`src/include/l1_defines.svh`:
```
`ifndef L1_DEFINES_SVH
`define L1_DEFINES_SVH

// word address into the bank, 16 words
`define L1_ADDR_W     4
`define L1_DATA_W     32
`define L1_BANK_WORDS 16

// reads issued per prefetch burst
`define L1_PF_DEPTH   3

// request source tag
`define L1_SID_W      2

// completed prefetch counter, wraps
`define L1_STATUS_W   8

`endif

```
`src/rtl/l1_pkg.sv`:
```
`include "l1_defines.svh"

package l1_pkg;

  typedef logic [`L1_ADDR_W-1:0] l1_addr_t;
  typedef logic [`L1_DATA_W-1:0] l1_data_t;

  // who issued a bank request
  typedef enum logic [`L1_SID_W-1:0] {
    SID_LOAD     = 2'd0,
    SID_STORE    = 2'd1,
    SID_PREFETCH = 2'd2
  } l1_sid_t;

  // port payloads, addr is always the top field
  typedef struct packed {
    l1_addr_t addr;
  } l1_rd_req_t;

  typedef struct packed {
    l1_addr_t addr;
    l1_data_t data;
  } l1_wr_req_t;

  typedef struct packed {
    l1_sid_t  sid;
    logic     we;    // write, no response
    l1_addr_t addr;
    l1_data_t data;
  } l1_mem_req_t;

  typedef struct packed {
    l1_sid_t  sid;
    l1_data_t data;
  } l1_rsp_t;

endpackage

```
`src/rtl/mem_req_if.sv`:
```
`timescale 1ns/1ns

interface mem_req_if import l1_pkg::*; ();

  logic        valid;
  logic        ready;
  l1_mem_req_t req;

  // requester holds req stable while valid && !ready
  modport requester (
    output valid,
    output req,
    input  ready
  );

  modport arbiter (
    input  valid,
    input  req,
    output ready
  );

endinterface

```
`src/rtl/req_port_buffer.sv`:
```
`timescale 1ns/1ns
`include "l1_defines.svh"

module req_port_buffer import l1_pkg::*; #(
  parameter type     payload_t = l1_rd_req_t,
  parameter l1_sid_t SID       = SID_LOAD
) (
  input  logic         clk_i,
  input  logic         rst_ni,
  input  logic         in_valid_i,
  input  payload_t     in_payload_i,
  output logic         in_ready_o,
  output logic         fire_o,
  mem_req_if.requester out
);

  localparam int PW       = $bits(payload_t);
  localparam bit HAS_DATA = PW > `L1_ADDR_W;  // write port payload

  logic          full_q;
  payload_t      held_q;
  logic [PW-1:0] held_bits;
  l1_data_t      held_data;

  // free slot, or the held entry leaves this cycle
  assign in_ready_o = ~full_q | out.ready;
  assign fire_o     = in_valid_i & in_ready_o;

  always_ff @(posedge clk_i or negedge rst_ni) begin
    if (!rst_ni) begin
      full_q <= 1'b0;
    end else if (fire_o) begin
      full_q <= 1'b1;
    end else if (out.ready) begin
      full_q <= 1'b0;
    end
  end

  always_ff @(posedge clk_i) begin
    if (fire_o) begin
      held_q <= in_payload_i;
    end
  end

  assign held_bits = held_q;

  if (HAS_DATA) begin : g_data
    assign held_data = held_bits[`L1_DATA_W-1:0];
  end else begin : g_no_data
    assign held_data = '0;
  end

  assign out.valid = full_q;
  assign out.req   = '{sid:  SID,
                       we:   HAS_DATA,
                       addr: held_bits[PW-1 -: `L1_ADDR_W],
                       data: held_data};

endmodule

```
`src/rtl/stride_prefetcher.sv`:
```
`timescale 1ns/1ns
`include "l1_defines.svh"

module stride_prefetcher import l1_pkg::*; (
  input  logic                    clk_i,
  input  logic                    rst_ni,
  input  logic                    base_set_i,
  input  l1_addr_t                base_i,
  input  logic                    stride_set_i,
  input  l1_addr_t                stride_i,
  output l1_addr_t                base_o,
  output l1_addr_t                stride_o,
  input  logic                    snoop_valid_i,
  input  l1_addr_t                snoop_addr_i,
  input  logic                    pf_rsp_valid_i,
  output logic [`L1_STATUS_W-1:0] status_o,
  mem_req_if.requester            req
);

  localparam int CNT_W = $clog2(`L1_PF_DEPTH + 1);

  l1_addr_t                base_q, stride_q;
  l1_addr_t                pf_addr_q;
  logic                    armed_q, active_q;
  logic [CNT_W-1:0]        cnt_q;     // reads accepted in this burst
  logic [`L1_STATUS_W-1:0] status_q;
  logic                    snoop_hit, pf_fire, last_rd;

  assign snoop_hit = armed_q & ~active_q & snoop_valid_i & (snoop_addr_i == base_q);
  assign pf_fire   = req.valid & req.ready;
  assign last_rd   = pf_fire & (cnt_q == CNT_W'(`L1_PF_DEPTH - 1));

  ////////////////////
  // config registers
  always_ff @(posedge clk_i or negedge rst_ni) begin
    if (!rst_ni) begin
      base_q   <= '0;
      stride_q <= '0;
    end else begin
      if (base_set_i)   base_q   <= base_i;
      if (stride_set_i) stride_q <= stride_i;
    end
  end

  ////////////////////
  // burst control
  always_ff @(posedge clk_i or negedge rst_ni) begin
    if (!rst_ni) begin
      armed_q  <= 1'b0;
      active_q <= 1'b0;
      cnt_q    <= '0;
    end else begin
      if (base_set_i) begin
        armed_q <= 1'b1;  // rearm on every base write
      end else if (last_rd) begin
        armed_q <= 1'b0;
      end
      if (snoop_hit) begin
        active_q <= 1'b1;
        cnt_q    <= '0;
      end else if (pf_fire) begin
        cnt_q <= cnt_q + 1'b1;
        if (last_rd) active_q <= 1'b0;
      end
    end
  end

  // addresses wrap with the bank depth
  always_ff @(posedge clk_i) begin
    if (snoop_hit) begin
      pf_addr_q <= base_q + stride_q;
    end else if (pf_fire) begin
      pf_addr_q <= pf_addr_q + stride_q;
    end
  end

  always_ff @(posedge clk_i or negedge rst_ni) begin
    if (!rst_ni) status_q <= '0;
    else if (pf_rsp_valid_i) status_q <= status_q + 1'b1;
  end

  assign req.valid = active_q;
  assign req.req   = '{sid: SID_PREFETCH, we: 1'b0, addr: pf_addr_q, data: '0};

  assign base_o   = base_q;
  assign stride_o = stride_q;
  assign status_o = status_q;

endmodule

```
`src/rtl/req_arbiter.sv`:
```
`timescale 1ns/1ns

module req_arbiter import l1_pkg::*; (
  mem_req_if.arbiter  store_req,
  mem_req_if.arbiter  load_req,
  mem_req_if.arbiter  pf_req,
  output logic        bank_valid_o,
  output l1_mem_req_t bank_req_o
);

  logic gnt_store, gnt_load, gnt_pf;

  ////////////////////
  // fixed priority, store > load > prefetch
  assign gnt_store = store_req.valid;
  assign gnt_load  = load_req.valid & ~store_req.valid;
  assign gnt_pf    = pf_req.valid & ~store_req.valid & ~load_req.valid;

  // bank takes one request every cycle
  assign store_req.ready = gnt_store;
  assign load_req.ready  = gnt_load;
  assign pf_req.ready    = gnt_pf;

  assign bank_valid_o = gnt_store | gnt_load | gnt_pf;

  always_comb begin
    bank_req_o = '0;
    if (gnt_store) begin
      bank_req_o = store_req.req;
    end else if (gnt_load) begin
      bank_req_o = load_req.req;
    end else if (gnt_pf) begin
      bank_req_o = pf_req.req;
    end
  end

endmodule

```
`src/rtl/data_bank.sv`:
```
`timescale 1ns/1ns
`include "l1_defines.svh"

module data_bank import l1_pkg::*; (
  input  logic        clk_i,
  input  logic        rst_ni,
  input  logic        req_valid_i,
  input  l1_mem_req_t req_i,
  output logic        rsp_valid_o,
  output l1_rsp_t     rsp_o
);

  l1_data_t mem_q [`L1_BANK_WORDS];
  logic     rsp_valid_q;
  l1_rsp_t  rsp_q;

  // bank contents start at zero
  always_ff @(posedge clk_i or negedge rst_ni) begin
    if (!rst_ni) begin
      for (int i = 0; i < `L1_BANK_WORDS; i++) begin
        mem_q[i] <= '0;
      end
    end else if (req_valid_i && req_i.we) begin
      mem_q[req_i.addr] <= req_i.data;
    end
  end

  // reads only, writes are silent
  always_ff @(posedge clk_i or negedge rst_ni) begin
    if (!rst_ni) rsp_valid_q <= 1'b0;
    else         rsp_valid_q <= req_valid_i & ~req_i.we;
  end

  always_ff @(posedge clk_i) begin
    rsp_q.sid  <= req_i.sid;
    rsp_q.data <= mem_q[req_i.addr];
  end

  assign rsp_valid_o = rsp_valid_q;
  assign rsp_o       = rsp_q;

endmodule

```
`src/rtl/resp_router.sv`:
```
`timescale 1ns/1ns

module resp_router import l1_pkg::*; (
  input  logic     clk_i,
  input  logic     rst_ni,
  input  logic     rsp_valid_i,
  input  l1_rsp_t  rsp_i,
  output logic     load_rsp_valid_o,
  output l1_data_t load_rsp_data_o,
  output logic     pf_rsp_valid_o,
  input  logic     flush_i,
  output logic     flush_ack_o
);

  logic flush_ack_q;

  ////////////////////
  // response decode
  assign load_rsp_valid_o = rsp_valid_i & (rsp_i.sid == SID_LOAD);
  assign load_rsp_data_o  = rsp_i.data;

  // completion strobe for the status count
  assign pf_rsp_valid_o = rsp_valid_i & (rsp_i.sid == SID_PREFETCH);

  ////////////////////
  // flush ack

  // nothing to write back, ack right away
  // holding flush_i gives a pulse every other cycle
  always_ff @(posedge clk_i or negedge rst_ni) begin
    if (!rst_ni) begin
      flush_ack_q <= 1'b0;
    end else begin
      flush_ack_q <= ~flush_ack_q & flush_i;
    end
  end

  assign flush_ack_o = flush_ack_q;

endmodule

```
`src/rtl/l1_req_subsystem.sv`:
```
`timescale 1ns/1ns
`include "l1_defines.svh"

module l1_req_subsystem import l1_pkg::*; (
  input  logic                    clk_i,
  input  logic                    rst_ni,

  // load port
  input  logic                    load_valid_i,
  input  l1_addr_t                load_addr_i,
  output logic                    load_ready_o,
  output logic                    load_rsp_valid_o,
  output l1_data_t                load_rsp_data_o,

  // store port
  input  logic                    store_valid_i,
  input  l1_addr_t                store_addr_i,
  input  l1_data_t                store_data_i,
  output logic                    store_ready_o,

  // prefetcher config and status
  input  logic                    pf_base_set_i,
  input  l1_addr_t                pf_base_i,
  output l1_addr_t                pf_base_o,
  input  logic                    pf_stride_set_i,
  input  l1_addr_t                pf_stride_i,
  output l1_addr_t                pf_stride_o,
  output logic [`L1_STATUS_W-1:0] pf_status_o,

  input  logic                    flush_i,
  output logic                    flush_ack_o
);

  l1_rd_req_t  load_req;
  l1_wr_req_t  store_req;
  logic        load_fire;
  logic        bank_valid;
  l1_mem_req_t bank_req;
  logic        rsp_valid;
  l1_rsp_t     rsp;
  logic        pf_rsp_valid;

  mem_req_if load_if ();
  mem_req_if store_if ();
  mem_req_if pf_if ();

  assign load_req.addr  = load_addr_i;
  assign store_req.addr = store_addr_i;
  assign store_req.data = store_data_i;

  ////////////////////
  // port buffers
  req_port_buffer #(
    .payload_t (l1_rd_req_t),
    .SID       (SID_LOAD)
  ) i_load_buf (
    .clk_i,
    .rst_ni,
    .in_valid_i   (load_valid_i),
    .in_payload_i (load_req),
    .in_ready_o   (load_ready_o),
    .fire_o       (load_fire),
    .out          (load_if.requester)
  );

  req_port_buffer #(
    .payload_t (l1_wr_req_t),
    .SID       (SID_STORE)
  ) i_store_buf (
    .clk_i,
    .rst_ni,
    .in_valid_i   (store_valid_i),
    .in_payload_i (store_req),
    .in_ready_o   (store_ready_o),
    .fire_o       (),
    .out          (store_if.requester)
  );

  // snoops loads as they enter the buffer
  stride_prefetcher i_prefetcher (
    .clk_i,
    .rst_ni,
    .base_set_i     (pf_base_set_i),
    .base_i         (pf_base_i),
    .stride_set_i   (pf_stride_set_i),
    .stride_i       (pf_stride_i),
    .base_o         (pf_base_o),
    .stride_o       (pf_stride_o),
    .snoop_valid_i  (load_fire),
    .snoop_addr_i   (load_addr_i),
    .pf_rsp_valid_i (pf_rsp_valid),
    .status_o       (pf_status_o),
    .req            (pf_if.requester)
  );

  ////////////////////
  // arbitration and bank
  req_arbiter i_arbiter (
    .store_req    (store_if.arbiter),
    .load_req     (load_if.arbiter),
    .pf_req       (pf_if.arbiter),
    .bank_valid_o (bank_valid),
    .bank_req_o   (bank_req)
  );

  data_bank i_bank (
    .clk_i,
    .rst_ni,
    .req_valid_i (bank_valid),
    .req_i       (bank_req),
    .rsp_valid_o (rsp_valid),
    .rsp_o       (rsp)
  );

  resp_router i_router (
    .clk_i,
    .rst_ni,
    .rsp_valid_i      (rsp_valid),
    .rsp_i            (rsp),
    .load_rsp_valid_o (load_rsp_valid_o),
    .load_rsp_data_o  (load_rsp_data_o),
    .pf_rsp_valid_o   (pf_rsp_valid),
    .flush_i          (flush_i),
    .flush_ack_o      (flush_ack_o)
  );

endmodule

```
`config.mk`:
```
export PLATFORM = sky130hd
export DESIGN_NAME = l1_req_subsystem
export DESIGN_NICKNAME = d
export VERILOG_FILES = /design/src/rtl/l1_pkg.sv /design/src/rtl/mem_req_if.sv /design/src/rtl/req_port_buffer.sv /design/src/rtl/stride_prefetcher.sv /design/src/rtl/req_arbiter.sv /design/src/rtl/data_bank.sv /design/src/rtl/resp_router.sv /design/src/rtl/l1_req_subsystem.sv
export VERILOG_INCLUDE_DIRS = /design/src /design/src/include
export SDC_FILE = /design/constraint.sdc
export NUM_CORES = 1
export LEC_CHECK = 0
export BUFFER_PORTS_ARGS = -buffer_cell sky130_fd_sc_hd__buf_2
export CAP_MARGIN = 10
export CORE_AREA = 8 8 256 258
export CTS_BUF_LIST = sky130_fd_sc_hd__clkbuf_8
export DETAILED_ROUTE_END_ITERATION = 10
export DIE_AREA = 0 0 264 266
export GPL_ROUTABILITY_DRIVEN = 0
export HOLD_SLACK_MARGIN = 0.06
export MAX_ROUTING_LAYER = met4
export PLACE_DENSITY = 0.64
export REMOVE_ABC_BUFFERS = 1
export SYNTH_ARGS = -nofsm -noshare
export SYNTH_HDL_FRONTEND = slang
export SYNTH_SLANG_ARGS = --single-unit
```
`constraint.sdc`:
```
create_clock -name clk_i -period 6.9 [get_ports clk_i]
set_clock_uncertainty 0.2 [all_clocks]
set_input_delay 1.38 -clock clk_i [delete_from_list [all_inputs] [get_ports clk_i]]
set_output_delay 1.38 -clock clk_i [all_outputs]
set_load 0.1 [all_outputs]
```
==> flow_summary.toml <==
[logic_synthesis]
yosysTopAreaCellShare_pct = 48.9
yosysSeqAreaShare_pct = 56.2
synth_edf_count = 44
netlist_instances = 2323
ys.warnings.count = 0
ys_ff_latch = 614
synth.area.top_cells = "dfrtp_1 49%, mux2_2 17%, nand2_1 7.5%"
synth_flop_cell = "dfrtp_1"
yosysTopAreaCell = "dfrtp_1"
avgSynthCellArea_sq_um = 11.8
async_flop_share_pct = 87.3
ys_types = 47
syn_area_sq_mm = 0.0274

[sta]
finalCriticalPeriod_ns = 3.74
tightest_slew_ns = 1.08
fmax_mhz = 267
maxSlewViolCount = 0
post-route-period-util_pct = 54.2
setup_viol = 0
hold_viol = 0
grt_setup_unrepaired = "no"
fin_tns_setup_ns = 0
slew-limit-headroom_pct = 27.7

[detailed_routing]
viasPerCell = 5.57
post_drt_wl_per_cell_um = 21.0
wl_met1_um = 30600
drc = 0
met2WireLength_um = 31900
ant_nets = 0
dr.pass1.iters = 5
topRoutingLayerUsed = "met4"
vias = 18000
drt-initial-drc-count = 1380
wl_met3_um = 3610
wirelength_um = 67700

[placed_design]
hpwl_um = 36100
place_inst = 3027
postPlaceCellArea_sq_mm = 0.0282
portBuffers = 105

[pwr]
p_leak_nw = 13.8
clockPowerShare_pct = 28.5
vdd_drop_max_uv = 249
seq_power_share_pct = 46.7
netSwitchingPower_mw = 3.83
internal-power_mw = 8.25
p_comb_share_pct = 24.8
power_mw = 12.1
swShare_pct = 31.7
p_per_area_mw_per_mm2 = 396

[worst_setup_path]
cp_top_family = "simple AND/OR/NAND/NOR gates"
cp.required_ns = 7.25
cp_common_cell = "buf_4"
crit_type = "reg2reg"
r2r-start = "i_load_buf.out.valid"
crit_fanout = 36
critical_path.startpoint = "i_load_buf.out.valid"
startpoint_type = "flop"
cp-end-kind = "flop"
critPathBufInv = 2
crit_chain = "and2_1 > o31ai_4 > nand2b_2 > buf_4 > or3_2 > buf_4 > mux2_4"
cp.arrival_ns = 4.09
crit_path_max_incr_delay_ns = 0.72
critPathSlowestCell = "or3_2"
rrSetupSlack_ns = 3.16

[cells_and_area]
syn2layout_area_growth_pct = 11.3
multi_input_area_sq_mm = 0.0110
regArea_sq_mm = 0.0154
final_nets = 2404
final_core_util_pct = 49.8
fin_cells = 3225
fillCellCount = 5415
design_area_sq_mm = 0.0305
layout-drive-gt1-share_pct = 34.3

[run]
maxCapViolCount = 0

[cts]
cts_buffers = 104
cts_sinks = 614
ctsResizeCount = 0
root_buffer = "clkbuf_8"
cts_setup_buffers = 0
cts_tree = "done"
clk_pin_slew_ns = 0.06
ctsHoldBuffers = 0
htreeDepth = 3
clk_latency_ns = 0.68
cts.path.max_buffers = 3

[min_path]
hold_class = "reg2reg"
min_from = "i_router.flush_ack_o"

[outcome]
outcome = "completed"

[floorplan]
dieHeight_um = 266
ios = 107
initial_core_util_pct = 44.8
core_area_sq_mm = 0.0613
die_area_sq_mm = 0.0702
die_w_um = 264
rows = 91

[global_routing]
grt_max_degree = 199
overflow = 0
antenna_found_initial = 2
grt_use_total_pct = 19.9
grt_pass1_wl_um = 109000
grt_pass1_vias = 19300
-- area by class of cell --
cell class              count  area share [%]
repair buffers            137            2.71
flip-flops and latches    614            50.5
diodes                      1         0.00820
clock buffers             141            6.36
clock inverters            56            1.11
multi-input cells        1480            36.0
inverters                   6          0.0738
well taps                 790            3.24
-- worst register-to-register path, stage by stage, from the launching register on --
cell	delay [ns]
dfrtp_1	0.46
and2_1	0.23
o31ai_4	0.33
nand2b_2	0.18
buf_4	0.57
or3_2	0.74
buf_4	0.54
mux2_4	0.37
-- Yosys cell counts (all sizes together), types with 4 or more instances --
| master | n |
|---|---|
| nand2 | 550 |
| dfrtp | 536 |
| mux2 | 523 |
| buf | 115 |
| clkbuf | 108 |
| nand3 | 99 |
| a31oi | 96 |
| a21oi | 65 |
| edfxtp | 44 |
| dfxtp | 34 |
| a22oi | 32 |
| o311ai | 32 |
| nor2 | 13 |
| xnor2 | 9 |
| nand2b | 7 |
| inv | 6 |
| or3 | 6 |
| xor2 | 6 |
| ha | 5 |
| a21o | 4 |
| and2 | 4 |
| and3b | 4 |
-- worst paths after layout --
check                                       end  depth (start not counted)
hold reg to reg            i_router.flush_ack_o                          1
max in group asynchronous     i_bank.mem_q[391]                          2
hold / removal             i_router.flush_ack_o                          1
setup / recovery              i_bank.mem_q[358]                          7
setup reg to reg              i_bank.mem_q[358]                          7
min in group asynchronous      i_bank.mem_q[94]                          1
-- layout by cell type (no fill, tap or decap), types with 2 or more instances in the layout --
cell type	n
edfxtp_1	44
o31ai_4	2
o311ai_0	15
xnor2_1	9
mux2_4	90
a21o_1	4
buf_12	4
nor2b_1	3
nand2_1	548
nand2b_1	5
buf_2	104
buf_4	28
ha_1	5
nor2_4	9
a21oi_1	65
and3b_1	4
nand3b_1	2
a22oi_1	32
nand2b_2	2
inv_1	44
mux2i_1	2
mux2_1	9
bufinv_16	4
clkinvlp_4	2
mux2_2	424
nor2_1	4
o311ai_1	17
xor2_1	6
a31oi_1	96
or3_2	6
dfxtp_1	34
nand4_1	2
and2_1	3
clkbuf_8	141
clkinv_2	12
dfrtp_1	536
nand3_1	99
-- metrics by stage --
stage,hold WS (ns),setup WS [ns]
6_report,0.229,3.16
5_1_grt,0.248,3.02
4_1_cts,0.231,3.13
3_5_place_dp,0.222,2.85
3_3_place_gp,0.218,2.85
2_1_floorplan,0.242,-3.13
-- registers in the layout, indices dropped and copies added, names as in the netlist --
signal / flops
i_bank.mem_q: 512
i_bank.rsp_o: 34
i_bank.rsp_valid_o: 1
i_load_buf.held_bits: 4
i_load_buf.out.valid: 1
i_prefetcher.armed_q: 1
i_prefetcher.base_o: 4
i_prefetcher.cnt_q: 2
i_prefetcher.pf_addr_q: 4
i_prefetcher.req.valid: 1
i_prefetcher.status_o: 8
i_prefetcher.stride_o: 4
i_router.flush_ack_o: 1
i_store_buf.held_data: 32
i_store_buf.out.req: 4
i_store_buf.out.valid: 1
-- routing by layer --
layer	global-route usage (%)	vias to the layer above
met5	-	-
met4	6.59	0
met3	3.55	128
met2	31.1	515
met1	26.4	9236
li1	-	8081
-- cells by family after synthesis --
family                   count (synthesis)  share of synthesized area [%]
AO/OA/AOI/OAI                          235                           5.64
multiplexers                           525                           22.8
AND/OR/NAND/NOR                        698                           10.4
other                                    1                         0.0137
flip-flops                             614                           56.2
buffers and inverters                  229                           4.14
XOR/XNOR                                15                          0.479
adder cells (fa/ha/maj)                  6                          0.301
-- power groups by stage --
| stage | logic [mW] | registers [mW] | clock network [mW] |
|---|---|---|---|
| after floorplan | 1.94 | 6.01 | 0 |
| final | 3.00 | 5.63 | 3.45 |
| after CTS | 3.03 | 5.63 | 3.53 |
| after detailed placement | 3.02 | 5.67 | 0 |
| after global routing | 3.27 | 5.80 | 3.70 |
| after global placement | 2.92 | 5.60 | 0 |
(Power assumes the default switching activity.)
